===== src/verilog/uart_pkg.sv =====
// Command and reply codes are plain ASCII; only '1' to '4' are valid commands
`default_nettype none

package uart_pkg;

    typedef logic [7:0] uart_byte_t;

    // ASCII '1', selects channel 0
    localparam uart_byte_t cmd_channel_base = 8'h31;

    // ASCII 'A', letter of channel 0 in a reply
    localparam uart_byte_t reply_channel_base = 8'h41;

    // ASCII '?', answer to any other byte
    localparam uart_byte_t reply_unknown = 8'h3F;

endpackage

`default_nettype wire


===== src/verilog/adc_pkg.sv =====
// ADC frame layout assumes 10-bit converters with 4 leading zeros and 2 trailing zeros per frame
`default_nettype none

package adc_pkg;

    // Number of ADCs read in parallel
    localparam int num_channels = 4;

    typedef logic [9:0] adc_sample_t;
    typedef logic [1:0] channel_t;

    // Frame layout in serial clock periods
    localparam int adc_lead_bits  = 4;
    localparam int adc_frame_bits = 16;
    localparam int adc_gap_bits   = 2;

endpackage

`default_nettype wire

===== src/verilog/uart_byte_if.sv =====
// Byte stream between UART and controller; rx has no back-pressure, tx uses valid/ready
`timescale 1ns/1ps
`default_nettype none

interface uart_byte_if;
    import uart_pkg::*;

    uart_byte_t rx_data;
    logic       rx_valid;
    uart_byte_t tx_data;
    logic       tx_valid;
    logic       tx_ready;

    modport uart (output rx_data, rx_valid, tx_ready, input tx_data, tx_valid);
    modport ctrl (input rx_data, rx_valid, tx_ready, output tx_data, tx_valid);

endinterface

`default_nettype wire


===== src/verilog/adc_monitor.sv =====
// Single clock domain; serial clock and UART bit rate both come from clk by division
`timescale 1ns/1ps
`default_nettype none

module adc_monitor #(
    parameter int SPI_HALF_PERIOD = 2,
    parameter int CLKS_PER_BIT    = 8
) (
    input  logic       clk,
    input  logic       reset_b,
    input  logic [3:0] adc_miso,
    output logic       adc_sclk,
    output logic       adc_cs_n,
    input  logic       uart_rx,
    output logic       uart_tx
);
    import adc_pkg::*;

    adc_sample_t samples [num_channels];
    adc_sample_t peak;
    channel_t    read_channel;
    logic        sample_valid;
    logic        read_en;

    uart_byte_if byte_if ();

    spi_adc_capture #(.SPI_HALF_PERIOD(SPI_HALF_PERIOD)) i_spi_adc_capture (
        .clk, .reset_b, .adc_miso, .adc_sclk, .adc_cs_n, .samples, .sample_valid
    );

    peak_cache i_peak_cache (
        .clk, .reset_b, .samples, .sample_valid, .read_en, .read_channel, .peak
    );

    command_controller i_command_controller (
        .clk, .reset_b, .peak, .read_en, .read_channel, .byte_if(byte_if.ctrl)
    );

    uart_transceiver #(.CLKS_PER_BIT(CLKS_PER_BIT)) i_uart_transceiver (
        .clk, .reset_b, .uart_rx, .uart_tx, .byte_if(byte_if.uart)
    );

endmodule

`default_nettype wire


===== src/verilog/command_controller.sv =====
// One command at a time; bytes arriving while a reply is pending are dropped
`timescale 1ns/1ps
`default_nettype none

module command_controller (
    input  logic                 clk,
    input  logic                 reset_b,
    input  adc_pkg::adc_sample_t peak,
    output logic                 read_en,
    output adc_pkg::channel_t    read_channel,
    uart_byte_if.ctrl            byte_if
);
    import adc_pkg::*;
    import uart_pkg::*;

    typedef enum logic [1:0] {idle, send_first, send_second} state_t;

    state_t     state;
    logic       two_bytes;
    logic       cmd_is_channel;
    logic       accept;
    uart_byte_t cmd_offset;
    uart_byte_t first_byte;
    uart_byte_t second_byte;

    // Wraps below '1', so only '1' to '4' land in range
    assign cmd_offset     = byte_if.rx_data - cmd_channel_base;
    assign cmd_is_channel = (cmd_offset < uart_byte_t'(num_channels));
    assign accept         = (state == idle) && byte_if.rx_valid;
    assign read_channel   = cmd_offset[$bits(channel_t)-1:0];
    assign read_en        = accept && cmd_is_channel;

    always_ff @(posedge clk or negedge reset_b) begin
        if (!reset_b) begin
            state     <= idle;
            two_bytes <= 1'b0;
        end else begin
            case (state)
                idle: begin
                    if (accept) begin
                        state     <= send_first;
                        two_bytes <= cmd_is_channel;
                    end
                end
                send_first: begin
                    if (byte_if.tx_ready) state <= two_bytes ? send_second : idle;
                end
                default: begin
                    if (byte_if.tx_ready) state <= idle;
                end
            endcase
        end
    end

    always_ff @(posedge clk) begin
        if (accept) begin
            first_byte  <= cmd_is_channel ?
                           reply_channel_base + uart_byte_t'(read_channel) : reply_unknown;
            second_byte <= peak[$bits(adc_sample_t)-1 -: $bits(uart_byte_t)];
        end
    end

    assign byte_if.tx_valid = (state != idle);
    assign byte_if.tx_data  = (state == send_second) ? second_byte : first_byte;

    a_tx_hold: assert property (@(posedge clk) disable iff (!reset_b)
        byte_if.tx_valid && !byte_if.tx_ready |=> byte_if.tx_valid && $stable(byte_if.tx_data))
        else $error("tx byte changed before the UART took it");

endmodule

`default_nettype wire


===== src/verilog/uart_transceiver.sv =====
// 8N1 only, no parity or break detection; CLKS_PER_BIT must be at least 2
`timescale 1ns/1ps
`default_nettype none

module uart_transceiver #(
    parameter int CLKS_PER_BIT = 8
) (
    input  logic       clk,
    input  logic       reset_b,
    input  logic       uart_rx,
    output logic       uart_tx,
    uart_byte_if.uart  byte_if
);
    import uart_pkg::*;

    localparam int cnt_w = $clog2(CLKS_PER_BIT + 1);
    localparam logic [cnt_w-1:0] bit_last = cnt_w'(CLKS_PER_BIT - 1);
    localparam logic [cnt_w-1:0] bit_mid = cnt_w'(CLKS_PER_BIT / 2 - 1);

    typedef enum logic [1:0] {rx_idle, rx_start, rx_data, rx_stop} rx_state_t;

    rx_state_t        rx_state;
    logic [1:0]       rx_sync;
    logic             rx_line;
    logic [cnt_w-1:0] rx_cnt;
    logic [2:0]       rx_idx;
    logic             rx_bit_tick;
    logic             rx_valid_q;
    uart_byte_t       rx_shift;

    logic             tx_busy;
    logic [cnt_w-1:0] tx_cnt;
    logic [3:0]       tx_idx;
    logic             tx_start;
    logic             tx_tick;
    logic [8:0]       tx_shift;

    // Receiver
    assign rx_line     = rx_sync[1];
    assign rx_bit_tick = (rx_state == rx_data) && (rx_cnt == bit_last);

    always_ff @(posedge clk or negedge reset_b) begin
        if (!reset_b) begin
            rx_sync    <= 2'b11;
            rx_state   <= rx_idle;
            rx_cnt     <= '0;
            rx_idx     <= '0;
            rx_valid_q <= 1'b0;
        end else begin
            rx_sync    <= {rx_sync[0], uart_rx};
            rx_valid_q <= 1'b0;
            rx_cnt     <= rx_cnt + 1'b1;
            case (rx_state)
                rx_idle: begin
                    rx_cnt <= '0;
                    rx_idx <= '0;
                    if (!rx_line) rx_state <= rx_start;
                end
                rx_start: begin
                    // Recheck the line halfway through the start bit
                    if (rx_cnt == bit_mid) begin
                        rx_cnt   <= '0;
                        rx_state <= rx_line ? rx_idle : rx_data;
                    end
                end
                rx_data: begin
                    if (rx_bit_tick) begin
                        rx_cnt <= '0;
                        rx_idx <= rx_idx + 1'b1;
                        if (rx_idx == 3'd7) rx_state <= rx_stop;
                    end
                end
                default: begin
                    if (rx_cnt == bit_last) begin
                        rx_valid_q <= rx_line;
                        rx_state   <= rx_idle;
                    end
                end
            endcase
        end
    end

    always_ff @(posedge clk) begin
        if (rx_bit_tick) rx_shift <= {rx_line, rx_shift[7:1]};
    end

    assign byte_if.rx_data  = rx_shift;
    assign byte_if.rx_valid = rx_valid_q;

    // Transmitter
    assign tx_start         = !tx_busy && byte_if.tx_valid;
    assign tx_tick          = tx_busy && (tx_cnt == bit_last);
    assign byte_if.tx_ready = !tx_busy;

    always_ff @(posedge clk or negedge reset_b) begin
        if (!reset_b) begin
            tx_busy <= 1'b0;
            tx_cnt  <= '0;
            tx_idx  <= '0;
            uart_tx <= 1'b1;
        end else if (tx_start) begin
            tx_busy <= 1'b1;
            tx_cnt  <= '0;
            tx_idx  <= '0;
            uart_tx <= 1'b0;
        end else if (tx_tick) begin
            tx_cnt <= '0;
            if (tx_idx == 4'd9) begin
                tx_busy <= 1'b0;
            end else begin
                uart_tx <= tx_shift[0];
                tx_idx  <= tx_idx + 1'b1;
            end
        end else if (tx_busy) begin
            tx_cnt <= tx_cnt + 1'b1;
        end
    end

    // Data LSB first, stop bit sits above it
    always_ff @(posedge clk) begin
        if (tx_start) begin
            tx_shift <= {1'b1, byte_if.tx_data};
        end else if (tx_tick) begin
            tx_shift <= {1'b1, tx_shift[8:1]};
        end
    end

    a_rx_pulse: assert property (@(posedge clk) disable iff (!reset_b)
        byte_if.rx_valid |=> !byte_if.rx_valid)
        else $error("rx_valid held for two cycles");

endmodule

`default_nettype wire


===== src/verilog/peak_cache.sv =====
// A read clears the channel; a sample on the same edge becomes the new peak
`timescale 1ns/1ps
`default_nettype none

module peak_cache (
    input  logic                 clk,
    input  logic                 reset_b,
    input  adc_pkg::adc_sample_t samples [adc_pkg::num_channels],
    input  logic                 sample_valid,
    input  logic                 read_en,
    input  adc_pkg::channel_t    read_channel,
    output adc_pkg::adc_sample_t peak
);
    import adc_pkg::*;

    adc_sample_t peaks [num_channels];

    always_ff @(posedge clk or negedge reset_b) begin
        if (!reset_b) begin
            for (int ch = 0; ch < num_channels; ch++) begin
                peaks[ch] <= '0;
            end
        end else begin
            for (int ch = 0; ch < num_channels; ch++) begin
                if (read_en && (read_channel == channel_t'(ch))) begin
                    // Restart the running maximum from this frame, if any
                    peaks[ch] <= sample_valid ? samples[ch] : '0;
                end else if (sample_valid && (samples[ch] > peaks[ch])) begin
                    peaks[ch] <= samples[ch];
                end
            end
        end
    end

    // Read port, no latency
    assign peak = peaks[read_channel];

endmodule

`default_nettype wire


===== src/verilog/spi_adc_capture.sv =====
// Free-running capture; ADCs must change data on falling sclk, one frame every 36*SPI_HALF_PERIOD clk
`timescale 1ns/1ps
`default_nettype none

module spi_adc_capture #(
    parameter int SPI_HALF_PERIOD = 2
) (
    input  logic                 clk,
    input  logic                 reset_b,
    input  logic [adc_pkg::num_channels-1:0] adc_miso,
    output logic                 adc_sclk,
    output logic                 adc_cs_n,
    output adc_pkg::adc_sample_t samples [adc_pkg::num_channels],
    output logic                 sample_valid
);
    import adc_pkg::*;

    localparam int total_bits = adc_frame_bits + adc_gap_bits;
    localparam int half_w = $clog2(SPI_HALF_PERIOD + 1);
    localparam int bit_w = $clog2(total_bits + 1);
    localparam logic [half_w-1:0] half_last = half_w'(SPI_HALF_PERIOD - 1);
    localparam logic [bit_w-1:0] bit_last = bit_w'(total_bits - 1);
    localparam logic [bit_w-1:0] frame_end = bit_w'(adc_frame_bits);
    localparam logic [bit_w-1:0] cap_first = bit_w'(adc_lead_bits);
    localparam logic [bit_w-1:0] cap_last = bit_w'(adc_lead_bits + $bits(adc_sample_t) - 1);

    logic [half_w-1:0] half_cnt;
    logic [bit_w-1:0]  bit_cnt;
    logic [bit_w-1:0]  next_bit;
    logic              phase;
    logic              half_done;
    logic              rise_tick;
    logic              fall_tick;
    logic              capture_en;

    assign half_done  = (half_cnt == half_last);
    assign rise_tick  = half_done && !phase;
    assign fall_tick  = half_done && phase;
    assign next_bit   = (bit_cnt == bit_last) ? '0 : bit_cnt + 1'b1;
    // Data bits 5 to 14 of the frame, counted from 1
    assign capture_en = rise_tick && (bit_cnt >= cap_first) && (bit_cnt <= cap_last);

    always_ff @(posedge clk or negedge reset_b) begin
        if (!reset_b) begin
            half_cnt     <= '0;
            phase        <= 1'b0;
            bit_cnt      <= frame_end;
            adc_sclk     <= 1'b0;
            adc_cs_n     <= 1'b1;
            sample_valid <= 1'b0;
        end else begin
            sample_valid <= 1'b0;
            half_cnt     <= half_done ? '0 : half_cnt + 1'b1;
            if (rise_tick) begin
                phase    <= 1'b1;
                adc_sclk <= (bit_cnt < frame_end);
            end else if (fall_tick) begin
                phase        <= 1'b0;
                adc_sclk     <= 1'b0;
                bit_cnt      <= next_bit;
                adc_cs_n     <= (next_bit >= frame_end);
                sample_valid <= (next_bit == frame_end);
            end
        end
    end

    // All channels shift together, MSB first
    always_ff @(posedge clk) begin
        for (int ch = 0; ch < num_channels; ch++) begin
            if (capture_en) begin
                samples[ch] <= {samples[ch][$bits(adc_sample_t)-2:0], adc_miso[ch]};
            end
        end
    end

    a_sclk_idle: assert property (@(posedge clk) disable iff (!reset_b)
        adc_cs_n |-> !adc_sclk)
        else $error("sclk toggled with chip select high");

endmodule

`default_nettype wire


===== config.mk =====
export PLATFORM = sky130hd
export DESIGN_NAME = adc_monitor
export DESIGN_NICKNAME = d
export VERILOG_FILES = /design/src/verilog/uart_pkg.sv /design/src/verilog/adc_pkg.sv /design/src/verilog/uart_byte_if.sv /design/src/verilog/adc_monitor.sv /design/src/verilog/command_controller.sv /design/src/verilog/uart_transceiver.sv /design/src/verilog/peak_cache.sv /design/src/verilog/spi_adc_capture.sv
export SDC_FILE = /design/constraint.sdc
export NUM_CORES = 1
export LEC_CHECK = 0
export BUFFER_PORTS_ARGS = -buffer_cell sky130_fd_sc_hd__buf_2
export CAP_MARGIN = 15
export CORE_MARGIN = 3
export CORE_UTILIZATION = 35
export DETAILED_ROUTE_END_ITERATION = 12
export GPL_TIMING_DRIVEN = 0
export PLACE_DENSITY_LB_ADDON = 0.25
export SYNTH_ARGS = -nofsm -noshare
export SYNTH_HDL_FRONTEND = slang
export SYNTH_SLANG_ARGS = --single-unit

===== constraint.sdc =====
create_clock -name clk -period 4.7 [get_ports clk]
set_clock_uncertainty 0.2 [all_clocks]
set_input_delay 0 -clock clk [delete_from_list [all_inputs] [get_ports clk]]
set_output_delay 0 -clock clk [all_outputs]
set_load 0.05 [all_outputs]

==> results of run 1 <==
[layout by cell type, fill, tap and decap left out, types with 4 or more instances in the layout]
master,synthesis,final
nor2_1,29,29
nor2b_1,6,6
xnor2_1,6,6
clkinv_2,0,5
nor3_1,8,8
o21ai_0,19,19
dfrtp_1,71,71
clkbuf_16,0,17
o311a_1,4,4
buf_6,4,4
nand4_1,9,9
inv_1,59,59
buf_2,0,8
ha_1,52,52
edfxtp_1,69,69
a31oi_1,4,4
a22oi_1,9,9
a21oi_1,17,17
nand2b_1,4,4
clkbuf_1,10,14
a22o_1,42,42
dlygate4sd3_1,0,7
nand2_1,25,25
xor2_1,6,6
nand3_1,11,11
mux4_2,8,8
dfstp_2,5,5
a21o_1,13,13
[worst max path at each step]
stage,start,end,slack [ps]
2_1_floorplan,i_uart_transceiver.byte_if.rx_data[0]$_DFFE_PP_,i_command_controller.second_byte[0]$_DFFE_PP_,2400
3_3_place_gp,i_uart_transceiver.byte_if.rx_data[0]$_DFFE_PP_,i_command_controller.second_byte[2]$_DFFE_PP_,2190
3_5_place_dp,i_uart_transceiver.rx_cnt[0]$_DFF_PN0_,i_uart_transceiver.byte_if.rx_data[3]$_DFFE_PP_,2070
4_1_cts,i_uart_transceiver.rx_cnt[0]$_DFF_PN0_,i_uart_transceiver.byte_if.rx_data[6]$_DFFE_PP_,2060
5_1_grt,i_uart_transceiver.rx_cnt[0]$_DFF_PN0_,i_uart_transceiver.byte_if.rx_data[6]$_DFFE_PP_,1860
6_report,i_uart_transceiver.rx_cnt[0]$_DFF_PN0_,i_uart_transceiver.byte_if.rx_data[3]$_DFFE_PP_,2130
[layer usage]
metal | vias to the layer above | global-route usage [%] | part of all wire (%)
met4 | 0 | 3.49 | 0.59
met2 | 51 | 21.2 | 48
met3 | 9 | 4.04 | 2.8
met5 | - | 0 | 0
li1 | 2019 | - | -
met1 | 2025 | 18.0 | 49
[synthesized netlist by cell type, types with 2 or more instances]
library cell / count
dfrtp_1: 71
edfxtp_1: 69
inv_1: 59
ha_1: 52
a22o_1: 42
nor2_1: 29
nand2_1: 25
o21ai_0: 19
a21oi_1: 17
a21o_1: 13
nand3_1: 11
clkbuf_1: 10
a22oi_1: 9
nand4_1: 9
mux4_2: 8
nor3_1: 8
nor2b_1: 6
xnor2_1: 6
xor2_1: 6
dfstp_2: 5
a31oi_1: 4
buf_6: 4
nand2b_1: 4
o311a_1: 4
a211oi_1: 3
a21oi_2: 3
a31o_1: 3
o22ai_1: 3
or2_2: 3
nor4_1: 2
o211ai_1: 2
[state kept, by name, indices dropped and copies added, names as in the netlist, 5 cells and up]
signal                              count
i_command_controller.first_byte         5
i_command_controller.second_byte        8
i_peak_cache.peaks                     40
i_spi_adc_capture.bit_cnt               5
i_spi_adc_capture.samples              40
i_uart_transceiver.byte_if.rx_data      8
i_uart_transceiver.tx_shift             8
[cells by family (layout without fill, tap and decap cells)]
| logic type | after synthesis | after routing | synth area share (%) |
|---|---|---|---|
| adders and majority gates | 52 | 52 | 9.66 |
| xor gates and xnor gates | 12 | 12 | 1.56 |
| DFF | 145 | 145 | 59.1 |
| buffers and inverters | 73 | 124 | 4.51 |
| and+or+nand+nor | 106 | 106 | 8.06 |
| AOI/OAI and AO/OA | 129 | 129 | 14.3 |
| muxes | 9 | 9 | 2.82 |
[through the flow]
| step | util [%] | hold slack, ps | std cells |
|---|---|---|---|
| after floorplan | - | -496 | 526 |
| after CTS | 41.2 | 26.4 | 836 |
| after global placement | 37.7 | -88.7 | 795 |
| after detailed placement | 37.9 | -199 | 796 |
| after global routing | 41.3 | 24.4 | 837 |
| final | 41.3 | 38.9 | 837 |
[power by group through the flow]
stage / registers (mW) / logic, mW / clock network (mW)
after detailed placement: 1.50 / 0.326 / 0
final: 1.47 / 0.329 / 1.25
after floorplan: 1.49 / 0.237 / 0
after global routing: 1.48 / 0.379 / 1.34
after global placement: 1.49 / 0.299 / 0
after CTS: 1.47 / 0.336 / 1.28
[worst max-delay path: stages, from the launching register on]
cell and delay, ps:
dfrtp_1 360, ha_1 190, nor2b_1 310, nand2_1 270, nor3_1 860
[what timing repair did]
item | in CTS | in global routing
hold endpoints to repair | 79 | 0
hold buffers | 8 | 0
buffers inserted | 0 | 0
[final cells by class]
cell class	instances	area, um2
fill	1783	11000
clock buffer	22	454
buffer	14	82.6
multi-input combinational	308	2450
timing repair buffer	19	185
clock inverter	10	85.1
tap	260	325
inverter	59	221
sequential	145	3980
==> flow_summary.toml, run 1 <==
[logic_synthesis]
syn_inst = 526
yosys_warnings = 0
yosysTopAreaCell = "edfxtp_1"
syn-num-nets = 585
netlist_area_mm2 = 0.00674
ys_seq_area_share_pct = 59.1
netlist.area_leader.share_pct = 30.8
async_flop_share_pct = 52.4
yosysUniqueCellTypes = 48
avgSynthCellArea_um2 = 12.8
ys.flop_type = "dfrtp_1"
synth.ff_latch_count = 145
synth-edff-count = 69
synthTopCellsByArea = "edfxtp_1, dfrtp_1, ha_1"

[final_layout]
final_net_count = 623
syn_to_final_growth_pct = 15.6
drive_gt1_share_pct = 12.0
final_area_mm2 = 0.00778
n_antenna_cell = 0

[pwr]
p_clk_share_pct = 40.9
p_int_mw = 2.29
switchingPower_mw = 0.761
comb_power_share_pct = 10.8
ir_worst_vdd_mv = 0.260
power_mw = 3.05
power_density_mw_per_mm2 = 392
swShare_pct = 25.0
seq_power_share_pct = 48.3
p_leak_nw = 3.26

[grt]
grt_max_degree = 45
grt_pass1_wl_um = 21600
gr-total-overflow = 0
first_global_vias = 4276
antenna_found_initial = 0
grt_usage_pct = 13.4

[route]
wire_per_inst_um = 15.2
wl_um = 12700
drc = 0
drtIter0Drc = 225
first_pass_iters = 4
ant_nets = 0
via_per_inst = 4.90
num_vias = 4104

[setup_path]
rr_endpoint = "i_uart_transceiver.byte_if.rx_data[3]$_DFFE_PP_"
worst-r2r-setup-slack_ps = 2130
crit_type = "flip-flop to flip-flop"
crit_fanout = 9
reg2reg_depth = 4
start_kind = "flip-flop"
cp-end-kind = "flip-flop"
critPathArrivalTime_ps = 2400
cp.required_ps = 4530
r2r-start = "i_uart_transceiver.rx_cnt[0]$_DFF_PN0_"

[worst_hold_path]
hold_start = "uart_rx"
min_path_cells = 2
holdCritPathClass = "input pin to flip-flop"
holdPathEnd = "i_uart_transceiver.rx_sync[0]$_DFF_PN1_"

[cts]
cts_tree = "yes"
cts_root_buf = "clkbuf_16"
cts.sinks = 145
insertion_delay_ps = 420
clk_path_buf_depth = 2
numCtsBuffers = 17
cts_resized = 0
path_clk_slew_ps = 60
h-tree-depth = 4

[die]
die_w_um = 145
die_h_um = 145
initial_core_util_pct = 35.8
io_pins = 10
fp.coreArea_mm2 = 0.0188
dieArea_mm2 = 0.0209
num_rows = 50

[timing]
min_period_ps = 2570
tns_ps = 0
period_share_pct = 54.6
rsz0062_at_grt = "false"
setup_ws_ps = 2130
hold_violations = 0
setup_viol = 0
worst_pin_slew_ps = 1040
max_freq_mhz = 389
drv_slew = 0
slew-limit-headroom_pct = 30.3

[place]
placed_cell_area_mm2 = 0.00714
port_buffers = 9
hpwl_um = 8810
place.gp.congestion = 0.811
place_worst_setup_slack_ps = 2070

[outcome]
status = "finished clean"

[flow_run]
maxCapViolCount = 0
Power figures use the tool's default switching activity.
==> run 2: changes to the inputs <==
clock period = 2.65 ns   (was 4.7 ns; I/O delays follow)
==> run 2 against run 1 <==
  * Final cell count shrank 0.12%
  * First-iteration DRC count shrank 5.3%
  * Worst setup slack lost 1900 ps
  * Non-clock buffer count shrank 1
  * Critical path depth grew 4
  * Die area is the same
  * Combinational power grew 78%
  * Sequential power grew 78%
  * Highest routed layer unchanged
==> flow_summary.toml, run 2 (same netlist as run 1, synthesis figures left out) <==
[outcome]
status = "finished clean"

[die]
io_pins = 10
num_rows = 50
initial_core_util_pct = 35.8
fp.coreArea_mm2 = 0.0188
dieArea_mm2 = 0.0209
die_w_um = 145
die_h_um = 145

[route]
drtIter0Drc = 213
wire_per_inst_um = 15.3
num_vias = 4104
drc = 0
ant_nets = 0
via_per_inst = 4.91
wl_um = 12800
first_pass_iters = 4

[setup_path]
cp.required_ps = 2810
worst_path_largest_cell_delay_ps = 420
start_kind = "flip-flop"
path_buf_inv = 1
slowest_stage = "a21oi_2"
crit_chain = "inv_1, ha_1, nand4_1, nor2_1, a21o_1, o311a_1, a21oi_2, a22o_1"
critPathArrivalTime_ps = 2540
crit_fanout = 10
crit_type = "flip-flop to flip-flop"
crit_family = "compound AO/OA/AOI/OAI gates"
cp-end-kind = "flip-flop"

[cts]
cts_tree = "yes"
cts.sinks = 145
h-tree-depth = 4
cts_root_buf = "clkbuf_16"
path_clk_slew_ps = 60
cts_setup_buffers = 0
clk_path_buf_depth = 2
numCtsBuffers = 17
insertion_delay_ps = 420

[timing]
drv_slew = 0
tns_ps = 0
period_share_pct = 90.0
max_freq_mhz = 419
setup_ws_ps = 266
min_period_ps = 2380
rsz0062_at_grt = "false"
slew-limit-headroom_pct = 56.3
hold_violations = 0
setup_viol = 0
worst_pin_slew_ps = 651

[pwr]
p_leak_nw = 3.26
power_density_mw_per_mm2 = 694
ir_worst_vdd_mv = 0.463

[final_layout]
drive_gt1_share_pct = 12.5
syn_to_final_growth_pct = 15.7
reg_top3 = "i_peak_cache.peaks (40), i_spi_adc_capture.samples (40)"
final_net_count = 622
fillCellCount = 1781
n_antenna_cell = 0
final_cells = 836
layout_commonest_cell = "dfrtp_1"
final_cell_mix = "dfrtp_1, edfxtp_1, inv_1, ha_1, a22o_1"

[place]
place.gp.congestion = 0.811
place_worst_setup_slack_ps = 22.9
port_buffers = 9
place_inst = 796
hpwl_um = 8810

[grt]
gr-total-overflow = 0
grt_max_degree = 45
grt_pass1_wl_um = 21600
first_global_vias = 4276
antenna_found_initial = 0
grt_usage_pct = 13.4

[worst_hold_path]
holdCritPathClass = "input pin to flip-flop"

[flow_run]
maxCapViolCount = 0
run 2: cell count changes in the layout (fill, tap and decap cells not counted), sizes merged:
cell and delta:
clkbuf -1
run 2: what timing repair did:
item	in CTS	in global routing
hold buffers	8	0
gates resized for setup	0	3
endpoints found under the hold margin	79	0
setup endpoints to repair	0	26
run 2: worst register-to-register path: stages (launching register included):
cell     delay, ps
dfrtp_1        390
inv_1           60
ha_1           310
nand4_1        130
nor2_1          70
a21o_1         150
o311a_1        360
a21oi_2        420
a22o_1         230
run 2: cell type report:
cell class                      instances  area, um2  share of cell area, %
Buffer                                 13       78.8                   1.01
Clock buffer                           22        454                   5.83
Clock inverter                         10       85.1                   1.09
Inverter                               59        221                   2.84
Multi-Input combinational cell        308       2460                   31.6
Sequential cell                       145       3980                   51.1
Tap cell                              260        325                   4.17
Timing Repair Buffer                   19        185                   2.38
run 2: through the flow:
stage	hold WS (ps)	area (um2)	util, %	power, mW
CTS	26.4	7760	41.2	5.47
finish	37.9	7790	41.4	5.41
floorplan	-496	6740	-	3.06
global route	24.4	7790	41.4	5.69
detailed placement	-199	7140	37.9	3.23
global placement	-88.7	7110	37.7	3.18
run 2: worst paths after layout:
check / startpoint / endpoint / slack, ps / depth (start not counted)
worst max register to register: i_peak_cache.peaks[38]$_DFFE_PN0P_ / i_peak_cache.peaks[38]$_DFFE_PN0P_ / 270 / 8
max in group asynchronous: reset_b / i_spi_adc_capture.bit_cnt[4]$_DFFE_PN1P_ / 1440 / 4
worst min-delay path: uart_rx / i_uart_transceiver.rx_sync[0]$_DFF_PN1_ / 40 / 2
worst min register to register: i_uart_transceiver.rx_sync[0]$_DFF_PN1_ / i_uart_transceiver.rx_sync[1]$_DFF_PN1_ / 160 / 0
worst max-delay path: i_peak_cache.peaks[38]$_DFFE_PN0P_ / i_peak_cache.peaks[38]$_DFFE_PN0P_ / 270 / 8
min in group asynchronous: reset_b / i_uart_transceiver.rx_sync[0]$_DFF_PN1_ / 500 / 3
run 2: routing by layer:
layer	global-route usage (%)	part of all wire, %
met5	0	0
met4	3.49	0.73
met3	4.04	3.4
met2	21.2	47
met1	18.0	48
run 2: power breakdown:
group | leakage [nW] | internal (mW) | switching, mW | total, mW
sequential | 1.66 | 2.51 | 0.106 | 2.61
combinational | 1.33 | 0.239 | 0.348 | 0.586
clock | 0.270 | 1.31 | 0.901 | 2.21
